[src/sch_pkg.sv]
// mode codes, ID field and debug state codes; the debug code holds pipe k as k+1, so at most 15 pipes
`default_nettype none

package sch_pkg;

   // aggregation mode select
   localparam int MODE_W = 2;

   // line-granular grants, one pipe at a time
   localparam logic [MODE_W-1:0] MODE_SYNC = 2'd2;

   // ID-matched words pass without a grant
   localparam logic [MODE_W-1:0] MODE_ASYNC = 2'd3;

   // aggregator ID sits in the top bits of each data word
   localparam int ID_W = 4;

   // debug state width
   localparam int STATE_W = 4;

   // no pipe granted since reset
   localparam logic [STATE_W-1:0] STATE_IDLE = 4'd0;

endpackage

`default_nettype wire

[src/sch_state_monitor.sv]
// debug only; shows the last granted pipe as index plus one and reads IDLE only until the first grant
`default_nettype none

module sch_state_monitor #(
   parameter int NUM_PIPES = 8
) (
   input  wire                            aggre_clk,
   input  wire                            aggre_clk_rst_n,
   input  wire  [NUM_PIPES-1:0]           up_state,
   output logic [sch_pkg::STATE_W-1:0]    sch_current_state
);

   logic [sch_pkg::STATE_W-1:0] grant_code;

   // lowest set bit wins, grant is one-hot anyway
   always_comb begin
      grant_code = sch_pkg::STATE_IDLE;
      for (int i = NUM_PIPES - 1; i >= 0; i--) begin
         if (up_state[i]) begin
            grant_code = sch_pkg::STATE_W'(i + 1);
         end
      end
   end

   // holds between grants
   always_ff @(posedge aggre_clk or negedge aggre_clk_rst_n) begin
      if (!aggre_clk_rst_n) begin
         sch_current_state <= sch_pkg::STATE_IDLE;
      end else if (|up_state) begin
         sch_current_state <= grant_code;
      end
   end

endmodule

`default_nettype wire

[config.mk]
export PLATFORM = sky130hd
export DESIGN_NAME = sch_state_monitor
export DESIGN_NICKNAME = d
export VERILOG_FILES = /design/src/sch_pkg.sv /design/src/sch_state_monitor.sv
export SDC_FILE = /design/constraint.sdc
export NUM_CORES = 1
export LEC_CHECK = 0
export BUFFER_PORTS_ARGS = -buffer_cell sky130_fd_sc_hd__buf_2
export CAP_MARGIN = 20
export CORE_AREA = 5 5 42 44
export DETAILED_ROUTE_END_ITERATION = 8
export DIE_AREA = 0 0 47 49
export GPL_TIMING_DRIVEN = 0
export PLACE_DENSITY = 0.45
export RECOVER_POWER = 100
export SYNTH_ARGS = -nofsm -noshare
export SYNTH_HDL_FRONTEND = slang
export SYNTH_SLANG_ARGS = --single-unit
[constraint.sdc]
create_clock -name aggre_clk -period 1.1 [get_ports aggre_clk]
set_input_delay 0.22 -clock aggre_clk [delete_from_list [all_inputs] [get_ports aggre_clk]]
set_output_delay 0.22 -clock aggre_clk [all_outputs]
set_load 0.05 [all_outputs]
# Yosys cells after proc, flatten, opt, wreduce, memory -nomap -nowiden
# Index checks and enable logic that the tools add are counted.
[word_totals]
ff_bits = 4
input_bits = 10
out_inout_bits = 4
elab_cells = 10
[classes]
mux = 8
reduce_logical = 1
[ops]
columns = ["op", "count"]
rows = [
  ["$mux W4", 8],
  ["$reduce_or A8 Y1", 1],
]

# Logic depth before layout (Yosys ltp)
[depth]
ltp_word = 8
mapped_depth = 3

# Least setup slack after synthesis
# No wires, ideal clock.
[synth_timing]
kind = "reg2reg"
start = "register, netlist name sch_current_state[1]"
end = "register sch_current_state[1] (netlist bit)"
setup_ns = 0.127
t_arrival_ns = 1.003
required_ns = 0.973
path_slack_ns = -0.030
path_stages_with_launch = 4
path_buffers = 0
period_less_slack_ns = 1.130
cell_sequence = "dfrtp_1 > nor2b_1 > o31ai_1 > a21oi_1"
[synth_lines]
columns = ["item", "line", "source"]
rows = [
  ["end signal: assignment", "sch_state_monitor.sv:28", "sch_current_state <= sch_pkg::STATE_IDLE;"],
  ["end signal: assignment", "sch_state_monitor.sv:30", "sch_current_state <= grant_code;"],
  ["end: declaration", "sch_state_monitor.sv:10", "output logic [sch_pkg::STATE_W-1:0] sch_current_state"],
]

# Worst setup path after layout
[layout_timing]
start = "register sch_current_state[1] (netlist bit)"
end = "output sch_current_state[1] (netlist bit)"
# No word-level cell between the ends.

==> summary.txt <==
Layout
  • Final Cell Area: ~350 um^2
  • Final Net Count: 52
  • Antenna cell count: 0
  • Area Overhead vs Synth: 54.1%
  • Largest registers: sch_current_state x4
  • Largest reg by FF count: sch_current_state
  • Fraction of layout cells with a size suffix above 1: 43.9%
  • Max reg flops: 4

Outcome
  • Status: finished, final reports clean

Worst setup path
  • Type of the worst setup path: register to output port
  • Critical Path Source Type: register
  • Worst reg2reg setup slack: 170 ps
  • Bufs and invs on worst path: 1
  • Crit path capture type: output port
  • Worst-path maximum fanout: 2
  • CP max stage delay: 350 ps
  • Cell family with most CP delay: flip-flops
  • CP Cell Sequence: buf_2
  • Arr. time, crit path: approximately 840 ps
  • CP max stage cell: dfrtp_2
  • R2r startpoint: sch_current_state[1]$_DFFE_PN0P_
  • Worst endpoint required time: 880 ps
  • Critical R2R Capture: sch_current_state[1]$_DFFE_PN0P_
  • Reg2Reg Depth: 3

Clocking
  • CTS tree: done
  • Htree depth: 1
  • Clock latency on the worst-skew pair: 230 ps
  • Clk sink count: 4
  • Root buffer cell: clkbuf_4
  • Post CTS Setup Buffer Count: 0
  • CTS max path bufs: 2
  • Clock transition at path regs: 40 ps
  • CTS buffer count: 3

Pwr
  • Leak: 0.000166 uW
  • PD cells: about 1300 nW/um^2
  • Max rail drop VDD: 0.368 mV

Synthesis
  • Mapped Nets: 33
  • Netlist cell types: 16
  • Synth Area in Adders: 0%
  • Largest family of logic cells by synthesized area: simple AND/OR/NAND/NOR gates
  • Compound-Gate Fraction of Synth Area: 19.3%
  • Post-synthesis sequential area ratio: roughly 44%
  • Avg Cell Area, Syn: just under 10 um^2
  • Synth Register Bits: 4
  • Xor and xnor area share after synthesis: 0%
  • Simple-Gate Fraction of Synth Area: roughly a third
  • Mapped cell area: 226 um^2
  • Post-synthesis cell count: 23
  • YS warnings: 0
  • Mux cell area share after synthesis: 0%

STA
  • RSZ-0062 raised after global routing: false
  • Rel. slew slack: between 70% and 80%
  • Final min period: 1060 ps
  • Final Hold Viols: 0
  • Skew final: 0 ps
  • Worst Max-Slew Pin Slew: 425 ps
  • Fin. max-slew vios: 0
  • Final setup violating endpoints: 0
  • FMAX: 939 MHz
  • Min setup slack post-route: ~35 ps
  • Final period util: between 90 and 100%

Job
  • Max_cap viols: 0

Place
  • DP Area: 313 um^2
  • Hpwl dp: 522 um
  • Worst slack, placed: -181 ps
  • PortBufs: 13
  • Routability-driven placement congestion ratio: 0.721

Min path
  • Hold Crit Start: up_state[0]
  • HP Class: input port to register
  • Hold path endpoint: sch_current_state[1]$_DFFE_PN0P_
  • Hold depth: 2

Floorplan
  • Initial Util: ~16%
  • Die area: 2300 um^2
  • IO Count: 14
  • Die Ht: 49 um
  • Core area: 1400 um^2
  • Die X: 47 um
  • Row cnt: 14

GRT
  • Total gr overflow: 0
  • Largest net degree at the start of global routing: 6
  • First-pass GRT wire length: 1090 um
  • Initial antenna violation count: 0
  • Gr usage total: under 10%
  • Vias in the first global route: roughly 260

Drt
  • Wirelength per Cell: between 10 and 15 um
  • Drt pass-1 iters: 2
  • Via density: 4.26
  • Post-route ant nets: 0
  • Routed wire length: 663 um
  • # DRC: 0
  • Violation count after the first detailed-routing iteration: 6
  • Via count: about 240
## timing repair
| action | in CTS | in global routing |
|---|---|---|
| setup endpoints to repair | 0 | 2 |
| gates resized for setup | 0 | 2 |
| hold endpoints to repair | 4 | 0 |
| hold buffers | 1 | 0 |
## per-layer routing
layer / part of all wire [%] / up-vias / global-route usage, %
li1: - / 120 / -
met1: 55 / 109 / 10.0
met2: 33 / 14 / 7.01
met3: 12 / 0 / 2.58
met4: 0 / 0 / 5.53
met5: 0 / - / 0
## power breakdown
group          internal [uW]  total [uW]  switching [uW]
registers                155         159            4.19
clock network            136         202            65.2
logic                   30.9        86.2            55.3
## cell type report
class | instances | area (um^2)
clock buffers | 4 | 26.3
fillers | 171 | 1050
inverters | 1 | 3.75
multi-input cells | 18 | 123
flip-flops and latches | 4 | 101
well taps | 16 | 20.0
repair buffers | 14 | 75.1
## cell usage after synthesis (all sizes together)
cell    number  share of area, %
o211a        1               4.4
nor4         1               5.5
and2b        1               3.9
o21ai        1               2.2
nand2b       1               2.8
nand3b       1               3.3
o31ai        1               3.3
nor3         1               2.2
a21oi        3               6.6
dfrtp        4                44
a31oi        1               2.8
nor2b        1               2.8
nor4b        1               6.6
inv          1               1.7
or3          1               2.8
nor2         3               5.0
## placed cells by master, fill, tap and decap left out, types with 3 or more instances in the layout
| cell type | synthesis | layout |
|---|---|---|
| dfrtp_1 | 4 | 3 |
| clkbuf_4 | 0 | 4 |
| clkbuf_1 | 0 | 3 |
| a21oi_1 | 3 | 3 |
| buf_2 | 0 | 10 |
| nor2_1 | 3 | 3 |
## through the flow
step	setup TNS (ps)	hold slack [ps]	std cells	total power, uW	utilization, %
floorplan	0	-75.6	23	204	-
global placement	-149	31.4	52	245	22.3
detailed placement	-181	31.4	52	244	22.3
CTS	0	166	57	461	24.9
global route	0	187	57	476	24.9
finish	0	176	57	447	24.9
## how the worst max path moves through the flow
stage                                                 from                               end  slack [ps]  depth (start not counted)
after CTS                 sch_current_state[0]$_DFFE_PN0P_              sch_current_state[0]           2                          1
after detailed placement                       up_state[5]  sch_current_state[0]$_DFFE_PN0P_        -180                          4
after global routing      sch_current_state[3]$_DFFE_PN0P_              sch_current_state[3]           1                          1
final                     sch_current_state[1]$_DFFE_PN0P_              sch_current_state[1]          40                          1
after global placement                         up_state[5]  sch_current_state[0]$_DFFE_PN0P_        -150                          4
after floorplan           sch_current_state[1]$_DFFE_PN0P_  sch_current_state[1]$_DFFE_PN0P_          60                          3
## worst register-to-register path, stage by stage, from the launching register on
cell and delay, ps:
dfrtp_2 390, nor2b_1 130, o31ai_1 190, a21oi_1 100
## cell families after synthesis
group                  Yosys count
AO/OA/AOI/OAI                    7
buffers and inverters            1
flip-flops                       4
AND/OR/NAND/NOR                 11
No activity file was read; power rests on OpenSTA's default activity.
