==> config.mk <==
export PLATFORM = sky130hd
export DESIGN_NAME = sch_req_stage
export DESIGN_NICKNAME = d
export VERILOG_FILES = /design/src/sch_pkg.sv /design/src/sch_req_stage.sv
export SDC_FILE = /design/constraint.sdc
export NUM_CORES = 1
export LEC_CHECK = 0
export BUFFER_PORTS_ARGS = -buffer_cell sky130_fd_sc_hd__buf_2
export CORE_UTILIZATION = 37
export DETAILED_ROUTE_END_ITERATION = 6
export GPL_ROUTABILITY_DRIVEN = 0
export PLACE_DENSITY_LB_ADDON = 0.2
export SLEW_MARGIN = 10
export SYNTH_ARGS = -nofsm -noshare
export SYNTH_HDL_FRONTEND = slang
export SYNTH_SLANG_ARGS = --single-unit
==> constraint.sdc <==
create_clock -name aggre_clk -period 0.95 [get_ports aggre_clk]
set_input_delay 0.0475 -clock aggre_clk [delete_from_list [all_inputs] [get_ports aggre_clk]]
set_output_delay 0.0475 -clock aggre_clk [all_outputs]
set_load 0.005 [all_outputs]
==> src/sch_pkg.sv <==
// mode codes, ID field and debug state codes; the debug code holds pipe k as k+1, so at most 15 pipes
`default_nettype none

package sch_pkg;

   // aggregation mode select
   localparam int MODE_W = 2;

   // line-granular grants, one pipe at a time
   localparam logic [MODE_W-1:0] MODE_SYNC = 2'd2;

   // ID-matched words pass without a grant
   localparam logic [MODE_W-1:0] MODE_ASYNC = 2'd3;

   // aggregator ID sits in the top bits of each data word
   localparam int ID_W = 4;

   // debug state width
   localparam int STATE_W = 4;

   // no pipe granted since reset
   localparam logic [STATE_W-1:0] STATE_IDLE = 4'd0;

endpackage

`default_nettype wire

==> src/sch_req_stage.sv <==
// requests only exist in sync mode; line_end must be a pulse from the pipe's own fifo read side
`default_nettype none

module sch_req_stage #(
   parameter int NUM_PIPES = 8
) (
   input  wire                           aggre_clk,
   input  wire                           aggre_clk_rst_n,
   input  wire  [sch_pkg::MODE_W-1:0]    aggre_mode,
   input  wire  [NUM_PIPES-1:0]          aggre_en,
   input  wire  [NUM_PIPES-1:0]          empty,
   input  wire  [NUM_PIPES-1:0]          line_end,
   output logic [NUM_PIPES-1:0]          req_q,
   output logic [NUM_PIPES-1:0]          line_end_q
);

   logic                 sync_mode;
   logic [NUM_PIPES-1:0] req_d;

   assign sync_mode = (aggre_mode == sch_pkg::MODE_SYNC);

   // a pipe wants the output when enabled and its fifo holds data
   always_comb begin
      if (sync_mode) begin
         req_d = aggre_en & ~empty;
      end else begin
         req_d = '0;
      end
   end

   always_ff @(posedge aggre_clk or negedge aggre_clk_rst_n) begin
      if (!aggre_clk_rst_n) begin
         req_q <= '0;
      end else begin
         req_q <= req_d;
      end
   end

   // line ends are kept in step with the requests
   always_ff @(posedge aggre_clk or negedge aggre_clk_rst_n) begin
      if (!aggre_clk_rst_n) begin
         line_end_q <= '0;
      end else begin
         line_end_q <= line_end;
      end
   end

endmodule

`default_nettype wire

# Yosys cells after proc, flatten, opt, wreduce, memory -nomap -nowiden
# Index checks and enable logic that the tools add are counted.
totals:
  regBits: 16
  wordCells: 6
classes:
  eq_ne: 1
  muxes: 1
  n_bitwise: 2
op_table:
  columns: ["op", "count"]
  rows:
  - ["8-bit AND", 1]
  - ["8-bit 2-to-1 mux", 1]
  - ["8-bit NOT", 1]
  - ["2-bit equality test (second input constant)", 1]

# Longest topological paths before layout
# Gate-level depths: netlist of the first run.
logic_depth:
  depth_word: 3
  mapped_depth: 1
  depth_no_buf: 1

# Least setup slack after synthesis of the first run
# No wires, ideal clock.
synth_path:
  path_kind: "register to output"
  startpoint: "register line_end_q[0]"
  endpoint: "output port line_end_q[0]"
  t_arrival_ns: 0.349
  t_required_ns: 0.902
  path_slack_ns: 0.553
  stages_incl_launch_ff: 1
  path_buffers: 0
  path_cell_list: "dfrtp_1"
synth_rtl:
  columns: ["item", "line", "rtl"]
  rows:
  - ["start, declared", "sch_req_stage.sv:14", "output logic [NUM_PIPES-1:0] line_end_q"]
  - ["start signal, assigned", "sch_req_stage.sv:44", "line_end_q <= line_end;"]
# No word-level cell between the ends.

# Worst setup path after layout of the first run
layout_path:
  startpoint: "register line_end_q[7]"
  endpoint: "output port line_end_q[7]"
# No word-level cell between the ends.

==> results of run 1 <==
==> final timing paths <==
kind	to	slack, ns	cells after the start
max in group asynchronous	line_end_q[2]$_DFF_PN0_	0.50	2
worst max-delay path	line_end_q[7]	0.12	1
worst min-delay path	req_q[4]$_DFF_PN0_	0.07	2
min in group asynchronous	req_q[2]$_DFF_PN0_	0.19	2
==> state kept, by name, indices dropped and copies added, names as in the netlist <==
name,flops
line_end_q,8
req_q,8
==> per-stage QoR <==
step | total power, mW | cell area, µm² | util | std cells
after floorplan | 0.746 | 500 | - | 24
after global placement | 0.838 | 733 | 0.618 | 81
after detailed placement | 0.841 | 733 | 0.618 | 81
after CTS | 1.31 | 860 | 0.725 | 94
after global routing | 1.36 | 860 | 0.725 | 94
final | 1.29 | 860 | 0.725 | 94
==> where the power goes <==
part	total (mW)	internal, mW	switching, mW
Combinational	0.143	0.0931	0.0500
Sequential	0.711	0.706	0.00520
Clock	0.436	0.233	0.203
==> area by class of cell <==
class / instances / share of cell area
clock buffers: 4 / 0.0422
multi-input cells: 8 / 0.116
flip-flops and latches: 16 / 0.466
well taps: 14 / 0.0204
repair buffers: 52 / 0.355
==> logic make-up (layout without fill, tap and decap cells) <==
family	Yosys count	after routing	synth area share
flops	16	16	0.800
simple gates	8	8	0.200
buf+inv	0	56	0
==> cells in the mapped netlist, drive strengths merged <==
library cell   n
and4bb         8
dfrtp         16
==> timing repair <==
item                      4_1_cts  5_1_grt
hold endpoints to repair       24        0
hold buffers                    9        0
buffers inserted                0        0
==> placed cells by master, fill, tap and decap left out, drive strengths merged <==
master        n
and4bb        8
buf          43
clkbuf        4
dfrtp        16
dlygate4sd3   9
==> per-layer routing <==
metal  up-vias  global-route usage  part of all wire
li1        200                   -                 -
met1       182               0.175              0.38
met2        26               0.317              0.53
met3         0              0.0462             0.089
met4         0               0.103                 0
met5         -                   0                 0
==> run_results.csv, run 1 <==
group,metric,value,unit
floorplan,ios,44,
timing,hold_ws,0.0693,ns
yosys,synthesis.area,500,µm²
drt,vias_per_cell,4.34,
final_layout,diodes,0,
setup_path,startpoint_type,"register",
timing,relSlewSlack,0.773,
timing,setup_slack,0.121,ns
yosys,synth.ff_latch_count,16,
yosys,yosysSeqAreaShare,0.800,
global_routing,grt_antenna_before_repair,0,
final_layout,drive_gt1_frac,0.688,
yosys,synth_top_area_share,0.800,
placement,portBuffers,43,
floorplan,rows,12,
setup_path,crit_path_cell_trace,"buf_2",
clocking,cts_resized,0,
timing,fin_setup_tns,0,ns
setup_path,cp.required,0.90,ns
drt,drc,0,
placement,pre_cts_slack,0.377,ns
final_layout,nets,109,
setup_path,setup.worst_path.start,"line_end_q[7]$_DFF_PN0_",
final_layout,fill_cells,85,
timing,final-setup-viol-count,0,
setup_path,cp.arrival,0.78,ns
global_routing,grt_usage,0.175,
setup_path,cpLargestDelayFamily,"flip-flops",
yosys,syn_avg_cell_area,20.9,µm²
yosys,synth_area_leaders,"dfrtp_1 80%, and4bb_2 20%",
global_routing,grt_max_degree,17,
timing,worst_pin_slew,0.341,ns
final_layout,syn_to_final_growth,71.7,%
floorplan,die_h,38.8,µm
floorplan,die_area,1500,µm²
timing,fmax,1210,MHz
floorplan,initial_core_util,0.422,
floorplan,fp.coreArea,1190,µm²
setup_path,cp_num_buf_inv,1,
clocking,cts_root_buffer,"clkbuf_4",
outcome,status,"complete, no violations",
global_routing,grt_pass1_vias,403,
yosys,synth.net_count,52,
timing,period_share,0.873,
power_and_ir_drop,vdd_drop_max,1.10,mV
power_and_ir_drop,leakagePower,0.473,nW
final_layout,regArea,400,µm²
final_layout,multiInputGateArea,100,µm²
global_routing,grt_overflow,0,
drt,routedWlPerCell,11.6,µm
clocking,clk_path_buf_depth,2,
yosys,netlist_instances,24,
setup_path,criticalPathCategory,"register to output port",
clocking,numCtsBuffers,3,
drt,drtPass1Iterations,3,
drt,routed_wl,1.10,mm
yosys,synth_area_leader_cell,"dfrtp_1",
min_path,hold_path.class,"input port to register",
run,drv_cap,0,
setup_path,slowest_stage,"dfrtp_1",
timing,min_period,0.829,ns
yosys,yosysWarnings,0,
global_routing,grt_pass1_wl,1.64,mm
drt,final_antenna_net_count,0,
clocking,cts_num_sinks,16,
floorplan,die_width,38.8,µm
timing,rsz0062_at_grt,"false",
yosys,synth_cell_types,2,
setup_path,crit_fanout,1,
min_path,hp-start,"aggre_en[4]",
timing,drv_slew,0,
clocking,cts_max_level,1,
clocking,clkTransAtPathRegs,0.09,ns
drt,via_count,408,
clocking,cts_tree,"done",
setup_path,max_stage_delay,0.38,ns
drt,drt-initial-drc-count,4,
timing,hold_viol,0,
power_and_ir_drop,p_per_area,1500,nW/µm²
setup_path,crit_path_end_kind,"output port",
Power figures use the tool's default switching activity.
==> run 2: changes to the inputs <==
- CORE_MARGIN: not set -> 2
==> run 2 against run 1 <==
  * Largest power group unchanged
  * Utilization down 5.5 points
  * Fmax up 1.1%
  * Cell count up 1.1%
  * Critical path depth unchanged
  * Flip-flop and latch count unchanged
  * Hold slack better by 0.0080 ns
  * Via count up 1.7%
  * Clock-buffer cell count unchanged
  * Die area up 11%
  * Worst setup slack better by 0.0088 ns
  * Clock power down 1%
  * First-iteration DRC count down 75%
==> run_results.csv, run 2 (synthesis gave the netlist of run 1 again) <==
group,metric,value,unit
floorplan,fp.coreArea,1280,µm²
setup_path,cp_num_buf_inv,1,
timing,period_share,0.863,
setup_path,criticalPathCategory,"register to output port",
timing,fin_setup_tns,0,ns
outcome,status,"complete, no violations",
placement,pre_cts_slack,0.399,ns
run,drv_cap,0,
global_routing,grt_antenna_before_repair,0,
clocking,cts_setup_buffers,0,
drt,routedWlPerCell,12.1,µm
final_layout,syn_to_final_growth,72.0,%
drt,drt-initial-drc-count,1,
setup_path,startpoint_type,"register",
clocking,clkTransAtPathRegs,0.09,ns
floorplan,rows,13,
floorplan,ios,44,
min_path,hold_path.class,"input port to register",
final_layout,regArea,400,µm²
timing,relSlewSlack,0.772,
final_layout,final_cell_mix,"43 x buf_2, 16 x dfrtp_1, 9 x dlygate4sd3_1",
power_and_ir_drop,p_per_area,1490,nW/µm²
drt,drtPass1Iterations,3,
clocking,numCtsBuffers,3,
final_layout,fin_cells,95,
floorplan,die_h,40.8,µm
final_layout,fill_cells,94,
clocking,clk_path_buf_depth,2,
clocking,cts_tree,"done",
drt,final_antenna_net_count,0,
final_layout,multiInputGateArea,100,µm²
clocking,cts_root_buffer,"clkbuf_4",
setup_path,cpLargestDelayFamily,"flip-flops",
drt,vias_per_cell,4.37,
timing,rsz0062_at_grt,"false",
timing,setup_slack,0.130,ns
timing,fmax,1220,MHz
timing,hold_viol,0,
clocking,cts_max_level,1,
setup_path,crit_path_end_kind,"output port",
final_layout,drive_gt1_frac,0.688,
setup_path,max_stage_delay,0.38,ns
clocking,cts_num_sinks,16,
floorplan,die_width,40.8,µm
setup_path,crit_fanout,1,
setup_path,cp.arrival,0.77,ns
setup_path,cp.required,0.90,ns
timing,final-setup-viol-count,0,
floorplan,die_area,1660,µm²
final_layout,nets,109,
global_routing,grt_max_degree,17,
setup_path,crit_path_cell_trace,"buf_2",
drt,drc,0,
final_layout,diodes,0,
global_routing,grt_pass1_wl,1.73,mm
placement,dpl-instance-area,734,µm²
drt,via_count,415,
timing,worst_pin_slew,0.342,ns
global_routing,grt_usage,0.169,
final_layout,final_area,861,µm²
final_layout,final_common_cell,"buf_2",
global_routing,grt_pass1_vias,427,
drt,routed_wl,1.15,mm
placement,portBuffers,43,
timing,drv_slew,0,
timing,min_period,0.820,ns
placement,placedCellCount,82,
global_routing,grt_overflow,0,
final_layout,final_util,0.670,
power_and_ir_drop,leakagePower,0.473,nW
floorplan,initial_core_util,0.389,
setup_path,slowest_stage,"dfrtp_1",
final_layout,reg_top3,"line_end_q: 8 flops, req_q: 8 flops",
power_and_ir_drop,vdd_drop_max,0.928,mV
[run 2: cell counts in the layout (fill, tap and decap cells not counted)]
Identical to the previous run, type by type.
[run 2: repair_timing]
action	in CTS	in global routing
hold buffers	9	0
endpoints found under the setup margin	0	0
endpoints found under the hold margin	24	0
gates resized for setup	0	0
[run 2: routing by layer]
metal  vias to the layer above  wire length (µm)  GRT usage
met1                       193               423      0.192
met3                         0                92     0.0326
met2                        22               636      0.289
met4                         0                 0      0.100
met5                         -                 0          0
li1                        200                 -          -
[run 2: final timing paths]
check	from	end	slack (ns)	cells past startpoint
min in group asynchronous	aggre_clk_rst_n	line_end_q[2]$_DFF_PN0_	0.19	2
worst max-delay path	req_q[5]$_DFF_PN0_	req_q[5]	0.13	1
max in group asynchronous	aggre_clk_rst_n	req_q[0]$_DFF_PN0_	0.51	2
worst min-delay path	empty[1]	req_q[1]$_DFF_PN0_	0.08	2
[run 2: final cells by class]
cell class	instances	share of cell area
repair buffers	52	0.355
multi-input cells	8	0.116
flip-flops and latches	16	0.465
clock buffers	4	0.0422
well taps	15	0.0218
[run 2: power by group]
group          internal [mW]  switching (mW)
clock                  0.233           0.197
combinational         0.0932          0.0505
sequential             0.706         0.00557
total                   1.03           0.253
[run 2: per-stage QoR]
step | hold slack [ns] | power, mW
6_report | 0.0772 | 1.29
5_1_grt | 0.0581 | 1.36
4_1_cts | 0.0645 | 1.31
3_5_place_dp | -0.0242 | 0.843
3_3_place_gp | -0.0277 | 0.839
2_1_floorplan | -0.248 | 0.746
==> run 3: changes to the inputs <==
- CELL_PAD_IN_SITES_DETAIL_PLACEMENT: not set -> 1
- CELL_PAD_IN_SITES_GLOBAL_PLACEMENT: not set -> 1
- CORE_UTILIZATION: 37 -> 28
- CTS_CLUSTER_SIZE: not set -> 30
- clock period: 0.95 -> 1 ns (I/O delays scaled with it)
==> run 3 against run 2 <==
  * Total power is 4.0% lower
  * Sequential power is 4.8% lower
  * Combinational power is 6% lower
  * Largest power group unchanged
  * Flip-flop and latch count did not move
  * Critical path depth unchanged
  * Sequential share of layout area fell by 0.67 points
  * Highest routed layer unchanged
  * First-iteration DRC count down 100%
==> run_results.csv, run 3 (synthesis gave the netlist of run 1 again) <==
group,metric,value,unit
timing,min_period,0.841,ns
global_routing,grt_overflow,0,
floorplan,ios,44,
setup_path,setup.worst_path.start,"req_q[1]$_DFF_PN0_",
setup_path,crit_cells,1,
power_and_ir_drop,leakagePower,0.473,nW
timing,rsz0062_at_grt,"false",
setup_path,cp.arrival,0.79,ns
final_layout,final_cell_mix,"43 x buf_2, 16 x dfrtp_1, 9 x dlygate4sd3_1",
floorplan,rows,15,
outcome,status,"complete, no violations",
global_routing,grt_usage,0.125,
timing,fin_setup_tns,0,ns
drt,routed_wl,1.25,mm
final_layout,final_util,0.511,
floorplan,die_area,2140,µm²
final_layout,diodes,0,
floorplan,die_width,46.3,µm
setup_path,cpLargestDelayFamily,"flip-flops",
final_layout,drive_gt1_frac,0.688,
min_path,hold_path.class,"input port to register",
setup_path,criticalPathCategory,"register to output port",
clocking,cts_tree,"done",
final_layout,fin_cells,105,
setup_path,crit_end,"req_q[1]",
timing,setup_slack,0.159,ns
power_and_ir_drop,vdd_drop_max,0.765,mV
global_routing,grt_pass1_vias,450,
drt,via_count,426,
clocking,cts_setup_buffers,0,
drt,vias_per_cell,4.06,
setup_path,cp_num_buf_inv,1,
power_and_ir_drop,power.total,1.23,mW
setup_path,crit_path_cell_trace,"buf_2",
setup_path,max_stage_delay,0.38,ns
clocking,clk_path_buf_depth,2,
global_routing,grt_antenna_before_repair,0,
final_layout,nets,109,
final_layout,reg_top3,"line_end_q: 8 flops, req_q: 8 flops",
floorplan,die_h,46.3,µm
clocking,clkTransAtPathRegs,0.10,ns
timing,worst_pin_slew,0.346,ns
power_and_ir_drop,p_per_area,1410,nW/µm²
placement,placedCellCount,92,
setup_path,cp.required,0.95,ns
placement,pre_cts_slack,0.447,ns
floorplan,initial_core_util,0.293,
timing,hold_viol,0,
floorplan,fp.coreArea,1710,µm²
setup_path,slowest_stage,"dfrtp_1",
timing,period_share,0.841,
placement,portBuffers,43,
timing,fmax,1190,MHz
global_routing,grt_pass1_wl,1.80,mm
clocking,cts_max_level,1,
clocking,numCtsBuffers,3,
drt,drc,0,
run,drv_cap,0,
drt,drtPass1Iterations,1,
setup_path,startpoint_type,"register",
drt,drt-initial-drc-count,0,
timing,relSlewSlack,0.769,
final_layout,syn_to_final_growth,74.5,%
timing,final-setup-viol-count,0,
drt,routedWlPerCell,11.9,µm
setup_path,crit_fanout,1,
global_routing,grt_max_degree,17,
setup_path,crit_path_end_kind,"output port",
clocking,cts_num_sinks,16,
timing,drv_slew,0,
final_layout,final_common_cell,"buf_2",
drt,final_antenna_net_count,0,
clocking,cts_root_buffer,"clkbuf_4",
clocking,cts_resized,0,
run 3: cell counts in the layout (fill, tap and decap cells not counted):
No cell type changed its count.
run 3: layout make-up:
class / instances / area, µm²
well taps: 25 / 31.3
flip-flops and latches: 16 / 400
multi-input cells: 8 / 100
repair buffers: 52 / 305
clock buffers: 4 / 36.3
fillers: 190 / 835
run 3: repair_timing:
item                                    4_1_cts  5_1_grt
hold buffers                                  9        0
endpoints found under the hold margin        24        0
endpoints found under the setup margin        0        0
run 3: how the worst min path moves through the flow:
stage / from / end / slack [ns] / cells after the start
floorplan: aggre_clk_rst_n / line_end_q[0]$_DFF_PN0_ / -0.25 / 0
global placement: aggre_clk_rst_n / line_end_q[2]$_DFF_PN0_ / -0.02 / 1
detailed placement: aggre_clk_rst_n / line_end_q[2]$_DFF_PN0_ / -0.02 / 1
CTS: empty[0] / req_q[0]$_DFF_PN0_ / 0.06 / 2
global route: aggre_en[7] / req_q[7]$_DFF_PN0_ / 0.07 / 2
finish: empty[0] / req_q[0]$_DFF_PN0_ / 0.07 / 2
run 3: metal layers:
metal | up-vias | global-route usage | part of all wire
li1 | 200 | - | -
met2 | 31 | 0.222 | 0.55
met4 | 0 | 0.0686 | 0
met5 | - | 0 | 0
met3 | 0 | 0.0314 | 0.10
met1 | 195 | 0.131 | 0.35
run 3: where the power goes:
part,total (mW),internal (mW),switching (mW)
registers,0.677,0.671,0.00611
logic,0.135,0.0884,0.0470
clock network,0.422,0.221,0.200
run 3: per-stage QoR:
stage,hold slack [ns],instance area (µm²)
5_1_grt,0.0670,873
4_1_cts,0.0646,873
3_5_place_dp,-0.0228,747
3_3_place_gp,-0.0238,747
6_report,0.0718,873
2_1_floorplan,-0.246,500
